[config.mk]
export PLATFORM = sky130hd
export DESIGN_NAME = front_ctrl_top
export DESIGN_NICKNAME = d
export VERILOG_FILES = /design/src/rtl/pipe_ctrl_pkg.sv /design/src/rtl/inst_decode.sv /design/src/rtl/stage_track.sv /design/src/rtl/pipe_hazard_ctrl.sv /design/src/rtl/return_addr_stack.sv /design/src/rtl/front_ctrl_top.sv
export SDC_FILE = /design/constraint.sdc
export NUM_CORES = 1
export LEC_CHECK = 0
export BUFFER_PORTS_ARGS = -buffer_cell sky130_fd_sc_hd__buf_2
export CORE_MARGIN = 2
export CORE_UTILIZATION = 55
export DETAILED_ROUTE_END_ITERATION = 8
export PLACE_DENSITY_LB_ADDON = 0.08
export SYNTH_ARGS = -nofsm -noshare
export SYNTH_HDL_FRONTEND = slang
export SYNTH_SLANG_ARGS = --single-unit
export TNS_END_PERCENT = 20
[constraint.sdc]
create_clock -name clk -period 18.1 [get_ports clk]
set_clock_uncertainty 0.05 [all_clocks]
set_input_delay 3.62 -clock clk [delete_from_list [all_inputs] [get_ports clk]]
set_output_delay 3.62 -clock clk [all_outputs]
set_load 0.02 [all_outputs]
[src/rtl/pipe_ctrl_pkg.sv]
`default_nettype none

package pipe_ctrl_pkg;

	typedef logic [4:0] reg_idx_t;

	localparam reg_idx_t REG_ZERO = 5'd0;
	localparam reg_idx_t REG_RA   = 5'd1;   // x1, link register

	// ----------------------------------------
	// rv32i base opcodes
	localparam logic [6:0] OPC_JAL    = 7'b1101111;
	localparam logic [6:0] OPC_JALR   = 7'b1100111;
	localparam logic [6:0] OPC_BRANCH = 7'b1100011;
	localparam logic [6:0] OPC_LOAD   = 7'b0000011;
	localparam logic [6:0] OPC_OP_IMM = 7'b0010011;
	localparam logic [6:0] OPC_OP     = 7'b0110011;
	localparam logic [6:0] OPC_LUI    = 7'b0110111;
	localparam logic [6:0] OPC_AUIPC  = 7'b0010111;
	localparam logic [6:0] OPC_STORE  = 7'b0100011;

	// ----------------------------------------
	// instruction word, two views of the same 32 bits
	typedef struct packed {
		logic [11:0] imm12;
		reg_idx_t    rs1;
		logic [2:0]  func3;
		reg_idx_t    rd;
		logic [6:0]  opcode;
	} inst_i_t;

	typedef struct packed {
		logic [6:0]  imm_hi;
		reg_idx_t    rs2;
		reg_idx_t    rs1;
		logic [2:0]  func3;
		logic [4:0]  imm_lo;
		logic [6:0]  opcode;
	} inst_s_t;

	typedef union packed {
		inst_i_t i_view;   // rd, rs1 and the 12-bit immediate
		inst_s_t s_view;   // rs2 position
	} inst_word_u;

	// ----------------------------------------
	// decoded instruction at the decode boundary
	typedef struct packed {
		reg_idx_t    rs1;
		reg_idx_t    rs2;
		reg_idx_t    rd;
		logic [2:0]  func3;
		logic [11:0] imm12;
		logic        uses_rs1;
		logic        uses_rs2;
		logic        reg_write;   // never set for rd == x0
		logic        mem_read;
		logic        is_jal;
		logic        is_jalr;
		logic        is_branch;
		logic        is_itype_alu;
		logic        imm_is_zero;
	} dec_info_t;

	// per-stage destination info, all zero is a bubble
	typedef struct packed {
		reg_idx_t rd;
		logic     reg_write;
		logic     mem_read;
	} stage_info_t;

	// bit 0 from wb, bit 1 non-load result from mem
	typedef logic [1:0] fwd_sel_t;

	typedef struct packed {
		logic     push;
		logic     pop;
		logic     rollback_pop_id;
		logic     rollback_push_id;
		logic     rollback_push_ex;
		logic     track_wr;   // ra alias update
		reg_idx_t track_rd;
	} ras_ctrl_t;

endpackage

`default_nettype wire

[src/rtl/inst_decode.sv]
`timescale 1ns/1ps
`default_nettype none

module inst_decode (
	input  pipe_ctrl_pkg::inst_word_u inst,
	output pipe_ctrl_pkg::dec_info_t  dec
);
	import pipe_ctrl_pkg::*;

	logic [6:0] opcode;
	logic       is_lui;
	logic       is_auipc;
	logic       is_jal;
	logic       is_jalr;
	logic       is_branch;
	logic       is_load;
	logic       is_store;
	logic       is_op_imm;
	logic       is_op;
	logic       writes_rd;   // class has an rd field

	// ----------------------------------------
	// opcode classes
	assign opcode    = inst.i_view.opcode;
	assign is_lui    = (opcode == OPC_LUI);
	assign is_auipc  = (opcode == OPC_AUIPC);
	assign is_jal    = (opcode == OPC_JAL);
	assign is_jalr   = (opcode == OPC_JALR);
	assign is_branch = (opcode == OPC_BRANCH);
	assign is_load   = (opcode == OPC_LOAD);
	assign is_store  = (opcode == OPC_STORE);
	assign is_op_imm = (opcode == OPC_OP_IMM);
	assign is_op     = (opcode == OPC_OP);

	assign writes_rd = is_lui | is_auipc | is_jal | is_jalr | is_load | is_op_imm | is_op;

	// ----------------------------------------
	// fields and flags
	always_comb begin
		dec = '0;

		dec.rs1   = inst.i_view.rs1;
		dec.rs2   = inst.s_view.rs2;   // only the s layout names this slot
		dec.rd    = inst.i_view.rd;
		dec.func3 = inst.i_view.func3;
		dec.imm12 = inst.i_view.imm12;

		// u-type and jal carry no source register
		dec.uses_rs1 = is_jalr | is_branch | is_load | is_store | is_op_imm | is_op;
		dec.uses_rs2 = is_branch | is_store | is_op;

		dec.reg_write = writes_rd && (inst.i_view.rd != REG_ZERO);
		dec.mem_read  = is_load;

		dec.is_jal       = is_jal;
		dec.is_jalr      = is_jalr;
		dec.is_branch    = is_branch;
		dec.is_itype_alu = is_op_imm;

		dec.imm_is_zero = ~|inst.i_view.imm12;   // single 12-input nor
	end

endmodule

`default_nettype wire

[src/rtl/stage_track.sv]
`timescale 1ns/1ps
`default_nettype none

module stage_track (
	input  logic                       clk,
	input  logic                       rst_n,
	input  pipe_ctrl_pkg::dec_info_t   dec,
	input  logic                       pl_stall_if,
	input  logic                       pl_stall_ex,
	input  logic                       pl_flush,
	output pipe_ctrl_pkg::stage_info_t st_id,
	output pipe_ctrl_pkg::stage_info_t st_ex,
	output pipe_ctrl_pkg::stage_info_t st_mem,
	output pipe_ctrl_pkg::stage_info_t st_wb
);
	import pipe_ctrl_pkg::*;

	localparam stage_info_t BUBBLE = '0;

	stage_info_t dec_stage;

	assign dec_stage.rd        = dec.rd;
	assign dec_stage.reg_write = dec.reg_write;
	assign dec_stage.mem_read  = dec.mem_read;

	// ----------------------------------------
	// id and ex, held by the ex stall
	always_ff @(posedge clk) begin
		if (!rst_n) begin
			st_id <= BUBBLE;
			st_ex <= BUBBLE;
		end else if (pl_flush) begin
			st_id <= BUBBLE;
			st_ex <= BUBBLE;
		end else if (!pl_stall_ex) begin
			if (pl_stall_if)
				st_id <= BUBBLE;   // instruction comes back next cycle
			else
				st_id <= dec_stage;
			st_ex <= st_id;
		end
	end

	// ----------------------------------------
	// mem and wb keep draining
	always_ff @(posedge clk) begin
		if (!rst_n) begin
			st_mem <= BUBBLE;
			st_wb  <= BUBBLE;
		end else begin
			if (pl_stall_ex)
				st_mem <= BUBBLE;   // ex result not ready
			else
				st_mem <= st_ex;
			st_wb <= st_mem;
		end
	end

	// held stages must not move while ex is stalled
	a_ex_stall_hold: assert property (
		@(posedge clk) disable iff (!rst_n)
		(pl_stall_ex && !pl_flush) |=> ($stable(st_id) && $stable(st_ex))
	) else $error("id/ex stage moved under ex stall");

endmodule

`default_nettype wire

[src/rtl/pipe_hazard_ctrl.sv]
`timescale 1ns/1ps
`default_nettype none

module pipe_hazard_ctrl (
	input  logic                       clk,
	input  logic                       rst_n,
	input  pipe_ctrl_pkg::dec_info_t   dec,
	input  pipe_ctrl_pkg::stage_info_t st_id,
	input  pipe_ctrl_pkg::stage_info_t st_ex,
	input  pipe_ctrl_pkg::stage_info_t st_mem,
	input  pipe_ctrl_pkg::stage_info_t st_wb,
	input  logic                       pl_flush,
	input  logic                       pl_stall_ex,
	input  logic                       jalr_pred_confirm,
	input  pipe_ctrl_pkg::reg_idx_t    ras_alias,
	output pipe_ctrl_pkg::fwd_sel_t    rs1_fwd,
	output pipe_ctrl_pkg::fwd_sel_t    rs2_fwd,
	output logic                       b_pred_en,
	output logic                       jalr_pred_en,
	output logic                       pl_stall_if,
	output pipe_ctrl_pkg::ras_ctrl_t   ras_ctrl
);
	import pipe_ctrl_pkg::*;

	// source matches a live destination in this stage
	function automatic logic src_hit(input reg_idx_t src, input logic used,
			input stage_info_t st);
		return used && st.reg_write && (st.rd == src);
	endfunction

	logic rs1_hit_id, rs1_hit_ex, rs1_hit_mem, rs1_hit_wb;
	logic rs2_hit_id, rs2_hit_ex, rs2_hit_mem, rs2_hit_wb;
	logic rs1_ex_noload;
	logic rs1_mem_load, rs1_mem_noload;
	logic rs2_mem_load, rs2_mem_noload;

	// ----------------------------------------
	// source vs destination compare
	assign rs1_hit_id  = src_hit(dec.rs1, dec.uses_rs1, st_id);
	assign rs1_hit_ex  = src_hit(dec.rs1, dec.uses_rs1, st_ex);
	assign rs1_hit_mem = src_hit(dec.rs1, dec.uses_rs1, st_mem);
	assign rs1_hit_wb  = src_hit(dec.rs1, dec.uses_rs1, st_wb);

	assign rs2_hit_id  = src_hit(dec.rs2, dec.uses_rs2, st_id);
	assign rs2_hit_ex  = src_hit(dec.rs2, dec.uses_rs2, st_ex);
	assign rs2_hit_mem = src_hit(dec.rs2, dec.uses_rs2, st_mem);
	assign rs2_hit_wb  = src_hit(dec.rs2, dec.uses_rs2, st_wb);

	assign rs1_ex_noload  = rs1_hit_ex && !st_ex.mem_read;
	assign rs1_mem_load   = rs1_hit_mem && st_mem.mem_read;   // data not back yet
	assign rs1_mem_noload = rs1_hit_mem && !st_mem.mem_read;
	assign rs2_mem_load   = rs2_hit_mem && st_mem.mem_read;
	assign rs2_mem_noload = rs2_hit_mem && !st_mem.mem_read;

	assign rs1_fwd = {rs1_mem_noload, rs1_hit_wb};
	assign rs2_fwd = {rs2_mem_noload, rs2_hit_wb};

	assign b_pred_en = dec.is_branch && (rs1_hit_id || rs2_hit_id ||
		rs1_hit_ex || rs2_hit_ex || rs1_mem_load || rs2_mem_load);

	// ----------------------------------------
	// jalr target prediction
	logic compliant_return;
	logic alias_hit;
	logic ras_hit;

	assign compliant_return = (dec.rd == REG_ZERO) && (dec.rs1 == REG_RA) &&
		dec.imm_is_zero;                                          // jalr x0, ra, 0
	assign alias_hit = (dec.rs1 == ras_alias) && (ras_alias != REG_RA);   // via moved ra
	assign ras_hit   = compliant_return || alias_hit;

	assign jalr_pred_en = dec.is_jalr && ras_hit &&
		(rs1_hit_id || rs1_hit_ex || rs1_mem_load);
	assign pl_stall_if = dec.is_jalr && !ras_hit && !rs1_hit_id &&
		(rs1_ex_noload || rs1_mem_load);

	// ----------------------------------------
	// stack control and op history
	logic allow;
	logic push_id;   // call in id pushed
	logic pop_id;
	logic pop_ex;

	assign allow = !pl_flush && !pl_stall_ex && !pl_stall_if;

	always_comb begin
		ras_ctrl = '0;
		ras_ctrl.push = allow && (dec.rd == REG_RA) && (dec.is_jal || dec.is_jalr);
		ras_ctrl.pop  = allow && dec.is_jalr && (jalr_pred_en || jalr_pred_confirm);

		// undo whatever the flushed stages did to the stack
		ras_ctrl.rollback_pop_id  = pl_flush && push_id;
		ras_ctrl.rollback_push_id = pl_flush && pop_id;
		ras_ctrl.rollback_push_ex = pl_flush && pop_ex;

		// mv rd, ra
		ras_ctrl.track_wr = dec.is_itype_alu && (dec.func3 == 3'b000) &&
			dec.imm_is_zero && (dec.rs1 == REG_RA) && dec.reg_write;
		ras_ctrl.track_rd = dec.rd;
	end

	always_ff @(posedge clk) begin
		if (!rst_n) begin
			push_id <= 1'b0;
			pop_id  <= 1'b0;
			pop_ex  <= 1'b0;
		end else if (!pl_stall_ex) begin
			push_id <= ras_ctrl.push;
			pop_id  <= ras_ctrl.pop;
			pop_ex  <= pop_id;
		end
	end

	a_pop_vs_rollback: assert property (
		@(posedge clk) disable iff (!rst_n)
		ras_ctrl.pop |-> !(ras_ctrl.rollback_pop_id || ras_ctrl.rollback_push_id ||
			ras_ctrl.rollback_push_ex)
	) else $error("stack pop and rollback in the same cycle");

endmodule

`default_nettype wire

[src/rtl/return_addr_stack.sv]
`timescale 1ns/1ps
`default_nettype none

module return_addr_stack #(
	parameter int RAS_DEPTH = 8
) (
	input  logic                     clk,
	input  logic                     rst_n,
	input  pipe_ctrl_pkg::ras_ctrl_t ctrl,
	input  logic [31:0]              pc,
	output logic [31:0]              target,
	output pipe_ctrl_pkg::reg_idx_t  ras_alias
);
	import pipe_ctrl_pkg::*;

	localparam int PTR_W = $clog2(RAS_DEPTH);
	localparam int CNT_W = $clog2(RAS_DEPTH + 1);

	logic [31:0]      ret_mem [RAS_DEPTH];
	logic [31:0]      ret_addr;
	logic [PTR_W-1:0] ptr;        // next free slot
	logic [PTR_W-1:0] top_ptr;
	logic [PTR_W-1:0] ptr_next;
	logic [CNT_W-1:0] count;
	logic [CNT_W-1:0] count_next;
	int               step;
	int               cnt_sum;

	assign ret_addr = pc + 32'd4;
	assign top_ptr  = ptr - 1'b1;
	assign target   = ret_mem[top_ptr];

	// ----------------------------------------
	// net pointer movement this cycle
	always_comb begin
		step = 0;
		if (ctrl.push && !ctrl.pop)
			step = step + 1;
		if (ctrl.pop && !ctrl.push)
			step = step - 1;
		if (ctrl.rollback_pop_id)
			step = step - 1;
		if (ctrl.rollback_push_id)
			step = step + 1;   // popped entry is still in place
		if (ctrl.rollback_push_ex)
			step = step + 1;

		cnt_sum = int'(count) + step;
		if (cnt_sum < 0)
			count_next = '0;
		else if (cnt_sum > RAS_DEPTH)
			count_next = CNT_W'(RAS_DEPTH);   // oldest entry overwritten
		else
			count_next = CNT_W'(cnt_sum);
		if (ctrl.push && ctrl.pop && (count == '0))
			count_next = CNT_W'(1);

		ptr_next = ptr + PTR_W'(step);   // wraps around the buffer
	end

	always_ff @(posedge clk) begin
		if (ctrl.push) begin
			if (ctrl.pop)
				ret_mem[top_ptr] <= ret_addr;   // replace top
			else
				ret_mem[ptr] <= ret_addr;
		end
	end

	always_ff @(posedge clk) begin
		if (!rst_n) begin
			ptr   <= '0;
			count <= '0;
		end else begin
			ptr   <= ptr_next;
			count <= count_next;
		end
	end

	// ----------------------------------------
	// register currently holding a copy of ra
	always_ff @(posedge clk) begin
		if (!rst_n)
			ras_alias <= REG_RA;
		else if (ctrl.track_wr)
			ras_alias <= ctrl.track_rd;
	end

	a_count_bound: assert property (
		@(posedge clk) disable iff (!rst_n)
		count <= CNT_W'(RAS_DEPTH)
	) else $error("stack count above depth");

endmodule

`default_nettype wire

[src/rtl/front_ctrl_top.sv]
`timescale 1ns/1ps
`default_nettype none

module front_ctrl_top #(
	parameter int RAS_DEPTH = 8
) (
	input  logic                    clk,
	input  logic                    rst_n,
	input  logic [31:0]             inst,
	input  logic [31:0]             pc,
	input  logic                    pl_flush,
	input  logic                    pl_stall_ex,
	input  logic                    jalr_pred_confirm,
	output pipe_ctrl_pkg::fwd_sel_t rs1_fwd,
	output pipe_ctrl_pkg::fwd_sel_t rs2_fwd,
	output logic                    b_pred_en,
	output logic                    jalr_pred_en,
	output logic                    pl_stall_if,
	output logic [31:0]             ras_target,
	output logic                    ras_push,
	output logic                    ras_pop
);
	import pipe_ctrl_pkg::*;

	dec_info_t   dec;
	stage_info_t st_id;
	stage_info_t st_ex;
	stage_info_t st_mem;
	stage_info_t st_wb;
	ras_ctrl_t   ras_ctrl;
	reg_idx_t    ras_alias;

	// ----------------------------------------
	inst_decode u_decode (
		.inst (inst),
		.dec  (dec)
	);

	stage_track u_track (
		.clk         (clk),
		.rst_n       (rst_n),
		.dec         (dec),
		.pl_stall_if (pl_stall_if),   // fed back from hazard control
		.pl_stall_ex (pl_stall_ex),
		.pl_flush    (pl_flush),
		.st_id       (st_id),
		.st_ex       (st_ex),
		.st_mem      (st_mem),
		.st_wb       (st_wb)
	);

	pipe_hazard_ctrl u_hazard (
		.clk               (clk),
		.rst_n             (rst_n),
		.dec               (dec),
		.st_id             (st_id),
		.st_ex             (st_ex),
		.st_mem            (st_mem),
		.st_wb             (st_wb),
		.pl_flush          (pl_flush),
		.pl_stall_ex       (pl_stall_ex),
		.jalr_pred_confirm (jalr_pred_confirm),
		.ras_alias         (ras_alias),
		.rs1_fwd           (rs1_fwd),
		.rs2_fwd           (rs2_fwd),
		.b_pred_en         (b_pred_en),
		.jalr_pred_en      (jalr_pred_en),
		.pl_stall_if       (pl_stall_if),
		.ras_ctrl          (ras_ctrl)
	);

	return_addr_stack #(
		.RAS_DEPTH (RAS_DEPTH)
	) u_ras (
		.clk       (clk),
		.rst_n     (rst_n),
		.ctrl      (ras_ctrl),
		.pc        (pc),
		.target    (ras_target),
		.ras_alias (ras_alias)
	);

	// stack pulses out for observation
	assign ras_push = ras_ctrl.push;
	assign ras_pop  = ras_ctrl.pop;

endmodule

`default_nettype wire

## After elaboration in Yosys (flattened, before gate mapping)

Memories as Yosys holds them, arrays and structs flattened.
Cells that the tools add are included.

- Bits in latches: 0
- Flip-flop bits (word level): 38
- Memory bits (read-only): 0
- Bits of input ports: 69
- Memories kept: 1
- Logic and storage cells: 148
- RAM bits: 256
- Output and inout bits: 41

- Multiply operators: 0
- Muxes and demuxes: 15
- Reduce and logical (&&, ||, !) cells: 74
- Equality and inequality tests: 21
- $add $sub $neg: 7
- Magnitude comparators: 0
- Bitwise gates (word level): 14
- Shift-type cells: 0
- Divide/modulo/power cells: 0

Memories:

| name | words | width | read ports | clocked after Yosys merged registers in | wr ports | line | RTL |
|---|---|---|---|---|---|---|---|
| u_ras.ret_mem | 8 | 32 | 1 | 0 | 1 | return_addr_stack.sv:19 | `logic [31:0] ret_mem [RAS_DEPTH];` |

Operators with widths:

| operator | number |
|---|---|
| 1-bit logical AND | 46 |
| 5-bit == test | 9 |
| 32-bit by 3-bit adder with 32-bit output, second input constant | 1 |
| 32-bit 2-to-1 mux | 1 |
| 32-bit OR reduction | 1 |
| 7-bit by 6-bit == test with 1-bit output, second input constant | 3 |
| 7-bit == test, second input constant | 3 |
| 3-bit 2-to-1 mux | 5 |
| 7-bit by 5-bit == test with 1-bit output, second input constant | 2 |
| 1-bit OR | 13 |
| 12-bit OR reduction | 1 |
| 1-bit logical OR | 11 |
| 5-bit by 1-bit == test with 1-bit output, second input constant | 2 |
| 1-bit zero test | 10 |
| 1-bit 2-to-1 mux | 8 |
| 7-bit by 2-bit == test with 1-bit output, second input constant | 1 |
| 7-bit 2-to-1 mux | 1 |
| 3-bit by 2-bit adder with 3-bit output, second input constant | 2 |
| 5-bit zero test | 1 |
| 5-bit by 1-bit != test with 1-bit output, second input constant | 1 |
| 5-bit nonzero test | 1 |
| 2-bit OR reduction | 2 |
| 3-bit adder | 1 |
| 3-bit zero test | 1 |
| 4 further kinds | 4 |

## Longest topological paths before layout

- Depth in word-level cells: 27
- Depth in mapped cells: 21
- Mapped depth without buffers: 19

## Hierarchy

A second synthesis with hierarchy kept.

- Cells, all modules: 804
- Area total of the unflattened synthesis: 13489.2 um^2

Modules (own cells, without submodules):

| module | cells each | area each (um^2) | instances | sequential area each (um^2) |
|---|---|---|---|---|
| return_addr_stack | 535 | 11076.9 | 1 | 7847.5 |
| pipe_hazard_ctrl | 128 | 1092.3 | 1 | 60.1 |
| stage_track | 82 | 904.6 | 1 | 560.5 |
| inst_decode | 59 | 415.4 | 1 | 0.0 |

## Worst setup path before layout

No wires, ideal clock.

- Path type: input-to-reg
- Start: in inst[17]
- End: mem u_ras.ret_mem[2][0], enable pin
- Buffers on the path: 2
- Required time: 17.549 ns
- Arrival time: 9.169 ns
- Setup time: 0.501 ns
- Slack: 8.379 ns
- Stages: 10
- Cell sequence: buf_2 > or4b_4 > nor4_4 > a21o_2 > o21ai_4 > or4_1 > ha_1 > clkbuf_1 > o32a_1 > nor4_1

- Longest elaborated chain between the ends: 17
- Elaborated cells on any way between the ends: 40
- Those cells by class: eq/ne: 5; mux: 8; reduce/logical: 27

RTL lines:

| item | line | RTL |
|---|---|---|
| from (decl) | front_ctrl_top.sv:9 | `input logic [31:0] inst,` |
| 5-bit by 1-bit == test with 1-bit output | pipe_hazard_ctrl.sv:67 | `assign compliant_return = (dec.rd == REG_ZERO) && (dec.rs1 == REG_RA) &&` |
| 1-bit logical AND (2 in series) | pipe_hazard_ctrl.sv:67 |  |
| 1-bit logical OR | pipe_hazard_ctrl.sv:70 | `assign ras_hit = compliant_return \|\| alias_hit;` |
| 1-bit zero test | pipe_hazard_ctrl.sv:74 | `assign pl_stall_if = dec.is_jalr && !ras_hit && !rs1_hit_id &&` |
| 1-bit logical AND (3 in series) | pipe_hazard_ctrl.sv:74 |  |
| 1-bit zero test | pipe_hazard_ctrl.sv:84 | `assign allow = !pl_flush && !pl_stall_ex && !pl_stall_if;` |
| 1-bit logical AND | pipe_hazard_ctrl.sv:84 |  |
| 1-bit logical AND (2 in series) | pipe_hazard_ctrl.sv:89 | `ras_ctrl.pop = allow && dec.is_jalr && (jalr_pred_en \|\| jalr_pred_confirm);` |
| 1-bit 2-to-1 mux | return_addr_stack.sv:63 | `if (ctrl.pop)` |
| 1-bit 2-to-1 mux | return_addr_stack.sv:62 | `if (ctrl.push) begin` |
| 1-bit 2-to-1 mux (not written as such) | return_addr_stack.sv:66 | `ret_mem[ptr] <= ret_addr;` |
| 32-bit OR reduction (no source line) | - |  |
| 3-bit 2-to-1 mux (no source line) or 1-bit 2-to-1 mux (tied branches) | - |  |
| to (decl) | return_addr_stack.sv:19 |  |

Parallel ways exist; a longest one is shown, timed or not.

## Worst setup path in the final report

- Start: in inst[20]
- End: out ras_pop

- Longest elaborated chain between the ends: 12
- Elaborated cells on any way between the ends: 15
- Those cells by class: reduce/logical: 15

RTL lines:

| item | line | RTL |
|---|---|---|
| 12-bit OR reduction * | inst_decode.sv:60 | `dec.imm_is_zero = ~\|inst.i_view.imm12;` |
| 1-bit zero test * | inst_decode.sv:60 |  |
| 1-bit logical AND * | pipe_hazard_ctrl.sv:67 |  |
| 1-bit logical OR * | pipe_hazard_ctrl.sv:70 |  |
| 1-bit zero test | pipe_hazard_ctrl.sv:74 |  |
| 1-bit logical AND (3 in series) | pipe_hazard_ctrl.sv:74 |  |
| 1-bit zero test | pipe_hazard_ctrl.sv:84 |  |
| 1-bit logical AND | pipe_hazard_ctrl.sv:84 |  |
| 1-bit logical AND | pipe_hazard_ctrl.sv:89 |  |
| 1-bit logical AND * | pipe_hazard_ctrl.sv:89 |  |
| to (decl) | front_ctrl_top.sv:21 | `output logic ras_pop` |

Every way passes the cells marked *; elsewhere a longest branch is shown, timed or not.

==> results summary <==
The count of state elements after synthesis came out at 294. In this run the worst setup path begins at inst[20]. The length of the first detailed-routing pass in iterations is 7.

The iteration-0 DRC count of the detailed router came out at between 400 and 500. The worst register-to-register path begins at u_track.st_mem[5]. The number of global-route vias before repair is 7096. The post-detailed-placement half-perimeter wirelength came out at around 16 mm.

Setup slack on the worst reg-to-reg path comes out at between 10000 and 15000 ps. Data on the critical path arrives at its endpoint at between 5000 and 6000 ps. The number of nets in the layout came out at between 900 and 1000. The post-synth net total came out at ~830. Setup repair after global routing left no endpoint under its margin. The post-place setup slack is ~8500 ps. The primary flip-flop cell chosen by synthesis mapping is edfxtp_1.

STA classifies the critical path startpoint as an input pin. The total overflow left after global routing is 0. The setup TNS is 0 ps. The initial antenna violation count is 0. The vias per cell is 5.93. The number of I/O port buffers came out at 109. The final hold violation count is 0. After clock tree synthesis, the clock-pin slew on the worst setup and hold paths is 60 ps. CTS saw a little under 300 sinks.

The warning count from the yosys run came out at 0. In the synthesized netlist the async set-or-reset flop fraction comes to 0%. The length of routed wiring on met1 is 11.4 mm.

Sequential elements use roughly two thirds of the synthesized area. Dividing the final minimum period by the clock period gives 52.8%. The clock buffer count from CTS came out at 30. The path class of the tightest hold or removal check is flip-flop to flip-flop. At the pin with the least slew margin, the transition time is around 900 ps. The number of resized instances in the post-cts repair step came out at 0. Cells with a size suffix above 1 make up about a third of the layout. By startpoint and endpoint, the worst setup path is classified as input pin to output port.

Across the run, the number of max-cap violations was 0. The top cell types in the final layout, fill and taps aside, are 256 x edfxtp_1, 109 x buf_2, 64 x mux4_2, 49 x xnor2_1, 37 x dfxtp_1. The area growth from synthesis to layout is 14.2%. The library cell used most frequently in the layout, excluding fill and tap cells, is edfxtp_1. The starting utilization of the core area came out at 56.0%.

Summed over all cells, the static leakage comes to around 4.8 nW. The total I/O pin count came out at 110. The count of nets left with antenna violations once routing finished came out at 0. At the end of routability-driven placement, the weighted congestion stood at about 0.86. The run finished with clean final reports. In this run the number of H-tree levels came out at 1.

The floorplan row count is 55. The worst hold margin is ~450 ps. The cts-stage hold buffer count is 0.

The clock tree from TritonCTS is done. The count of cell types in the netlist came out at 53. Subtracting the final worst setup slack from the clock period gives between 9000 and 10000 ps. The required arrival time at the worst endpoint came out at around 14000 ps. The routed wire length came out at about 26 mm. The detailed router used layers up to and including met4. The global-route total usage across every layer is between 20 and 25%.

The maximum number of pins on one net before global-route repair came out at 49. Static timing analysis puts the maximum clock frequency at 0.105 GHz. Clock latency on the worst-skew pair, taken at its later pin, is ~550 ps. The area enclosed by the die boundary is between 0.02 and 0.025 mm^2. In the detailed route, the total length drawn on met3 is 1.45 mm.

The height of the die came out at between 150 and 200 um. The worst pin sits at a relative slew slack of between 40 and 50%. In this run the power density over the cells is between 90 and 100 mW/mm^2. The worst setup path is captured at an output port. The wire length on met2 is 12.8 mm. Across all setup checks in the final design, the least slack found is 8540 ps. The number of setup buffers added after CTS is 0.

The number of max-slew violations in the final report is 0. The mean instance size in the synthesized netlist came out at between 15 and 20 um^2. The DRC violation count after routing came out at 0.

The cell sitting at the root of the clock tree is a clkbuf_16. The cell count after synthesis came out at between 700 and 800. No sink is reached through more buffers than the 3 on the longest clock path. The number of flops mapped to enable cells by yosys came out at between 200 and 300. The number of endpoints failing setup at the final stage came out at 0. The cell area after synthesis is ~0.013 mm^2. The placeable core region came out at 0.0226 mm^2. The via count came out at between 6000 and 7000. The origin of the worst min-delay path is u_track.st_ex[0]. The highest ir drop seen on vdd came out at roughly 0.000076 V. The post-route total power came out at ~1.4 mW.

The wire length of the first global-routing pass came out at 40.5 mm. In the final routed layout, each cell accounts on average for between 20 and 25 um. The number of antenna diodes came out at 0.

The largest fanout of any net on the critical path came out at 12. The horizontal extent of the die came out at 156 um.
-- power by group --
part	total, mW	internal, mW	switching (mW)
Combinational	0.0403	0.0149	0.0254
Clock	0.581	0.334	0.247
Sequential	0.738	0.737	0.00104
Total	1.36	1.09	0.274
-- critical path, cell delays in order --
cell and delay, ps:
buf_2 140, nor4_1 460, nand3_1 220, nor4_4 210
a21o_2 310, o21ai_4 160, nor4_1 510, buf_2 270
-- area by class of cell --
cell class,instances,area [um^2]
flip-flops and latches,294,8450
fillers,1620,8160
multi-input cells,411,4070
clock buffers,37,777
repair buffers,120,628
well taps,285,357
clock inverters,17,161
inverters,8,30.0
-- final timing paths --
| path | end | depth (start not counted) |
|---|---|---|
| worst max register to register | u_ras.ptr[2] | 18 |
| worst min register to register | u_track.st_mem[0] | 1 |
| worst max-delay path | ras_pop | 8 |
| worst min-delay path | u_track.st_mem[0] | 1 |
-- kinds of logic (layout without fill, tap and decap cells) --
family / after synthesis / in the layout / synth area share (%)
xor gates and xnor gates: 83 / 83 / 5.73
DFF: 294 / 294 / 66.6
and+or+nand+nor: 166 / 166 / 7.28
AOI/OAI and AO/OA: 42 / 42 / 2.20
adders and majority gates: 9 / 9 / 0.948
muxes: 111 / 111 / 15.4
buffers and inverters: 51 / 182 / 1.78
-- synthesized netlist by cell type (2+ instances only) --
library cell  instances  area, um^2
edfxtp_1            256        7690
o211ai_1              6        45.0
nand4_1               7        43.8
and2_1               19         119
nor2_1               23        86.3
nand3_1              25         125
nor3_1               10        50.1
nand2b_1              4        25.0
buf_4                 4        30.0
o21ai_0               6        30.0
nand2_1              28         105
buf_1                 4        15.0
mux2i_1              14         140
xnor2_1              49         429
or3_1                 2        12.5
and4_1                4        35.0
xor2_1               34         298
dfxtp_1              38         761
a21oi_1              14        70.1
buf_2                 9        45.0
mux4_2               64        1440
and3_1                5        31.3
nor2b_1              10        62.6
mux2_2               33         372
a31oi_1               4        25.0
clkbuf_1             25        93.8
ha_1                  8         100
nor4_1               19         119
inv_1                 8        30.0
-- stage by stage --
stage / utilization [%] / area [um^2] / instances
after floorplan: - / 12700 / 756
after global placement: 59.8 / 13500 / 1118
after detailed placement: 59.8 / 13500 / 1118
after CTS: 64.0 / 14500 / 1172
after global routing: 64.0 / 14500 / 1172
final: 64.0 / 14500 / 1172
-- layer usage --
metal,vias to the layer above,GRT usage (%)
met4,0,6.38
met3,47,3.89
met1,3528,30.6
li1,3165,-
met5,-,0
met2,205,36.6
-- state kept, by name (all words and copies together) (netlist names) --
signal,flops
u_hazard.pop_ex,1
u_hazard.pop_id,1
u_hazard.push_id,1
u_ras.ptr,3
u_ras.ras_alias,5
u_ras.ret_mem,256
u_track.st_ex,7
u_track.st_id,7
u_track.st_mem,7
u_track.st_wb,6
Note: power is estimated with default switching activity, not from simulation.
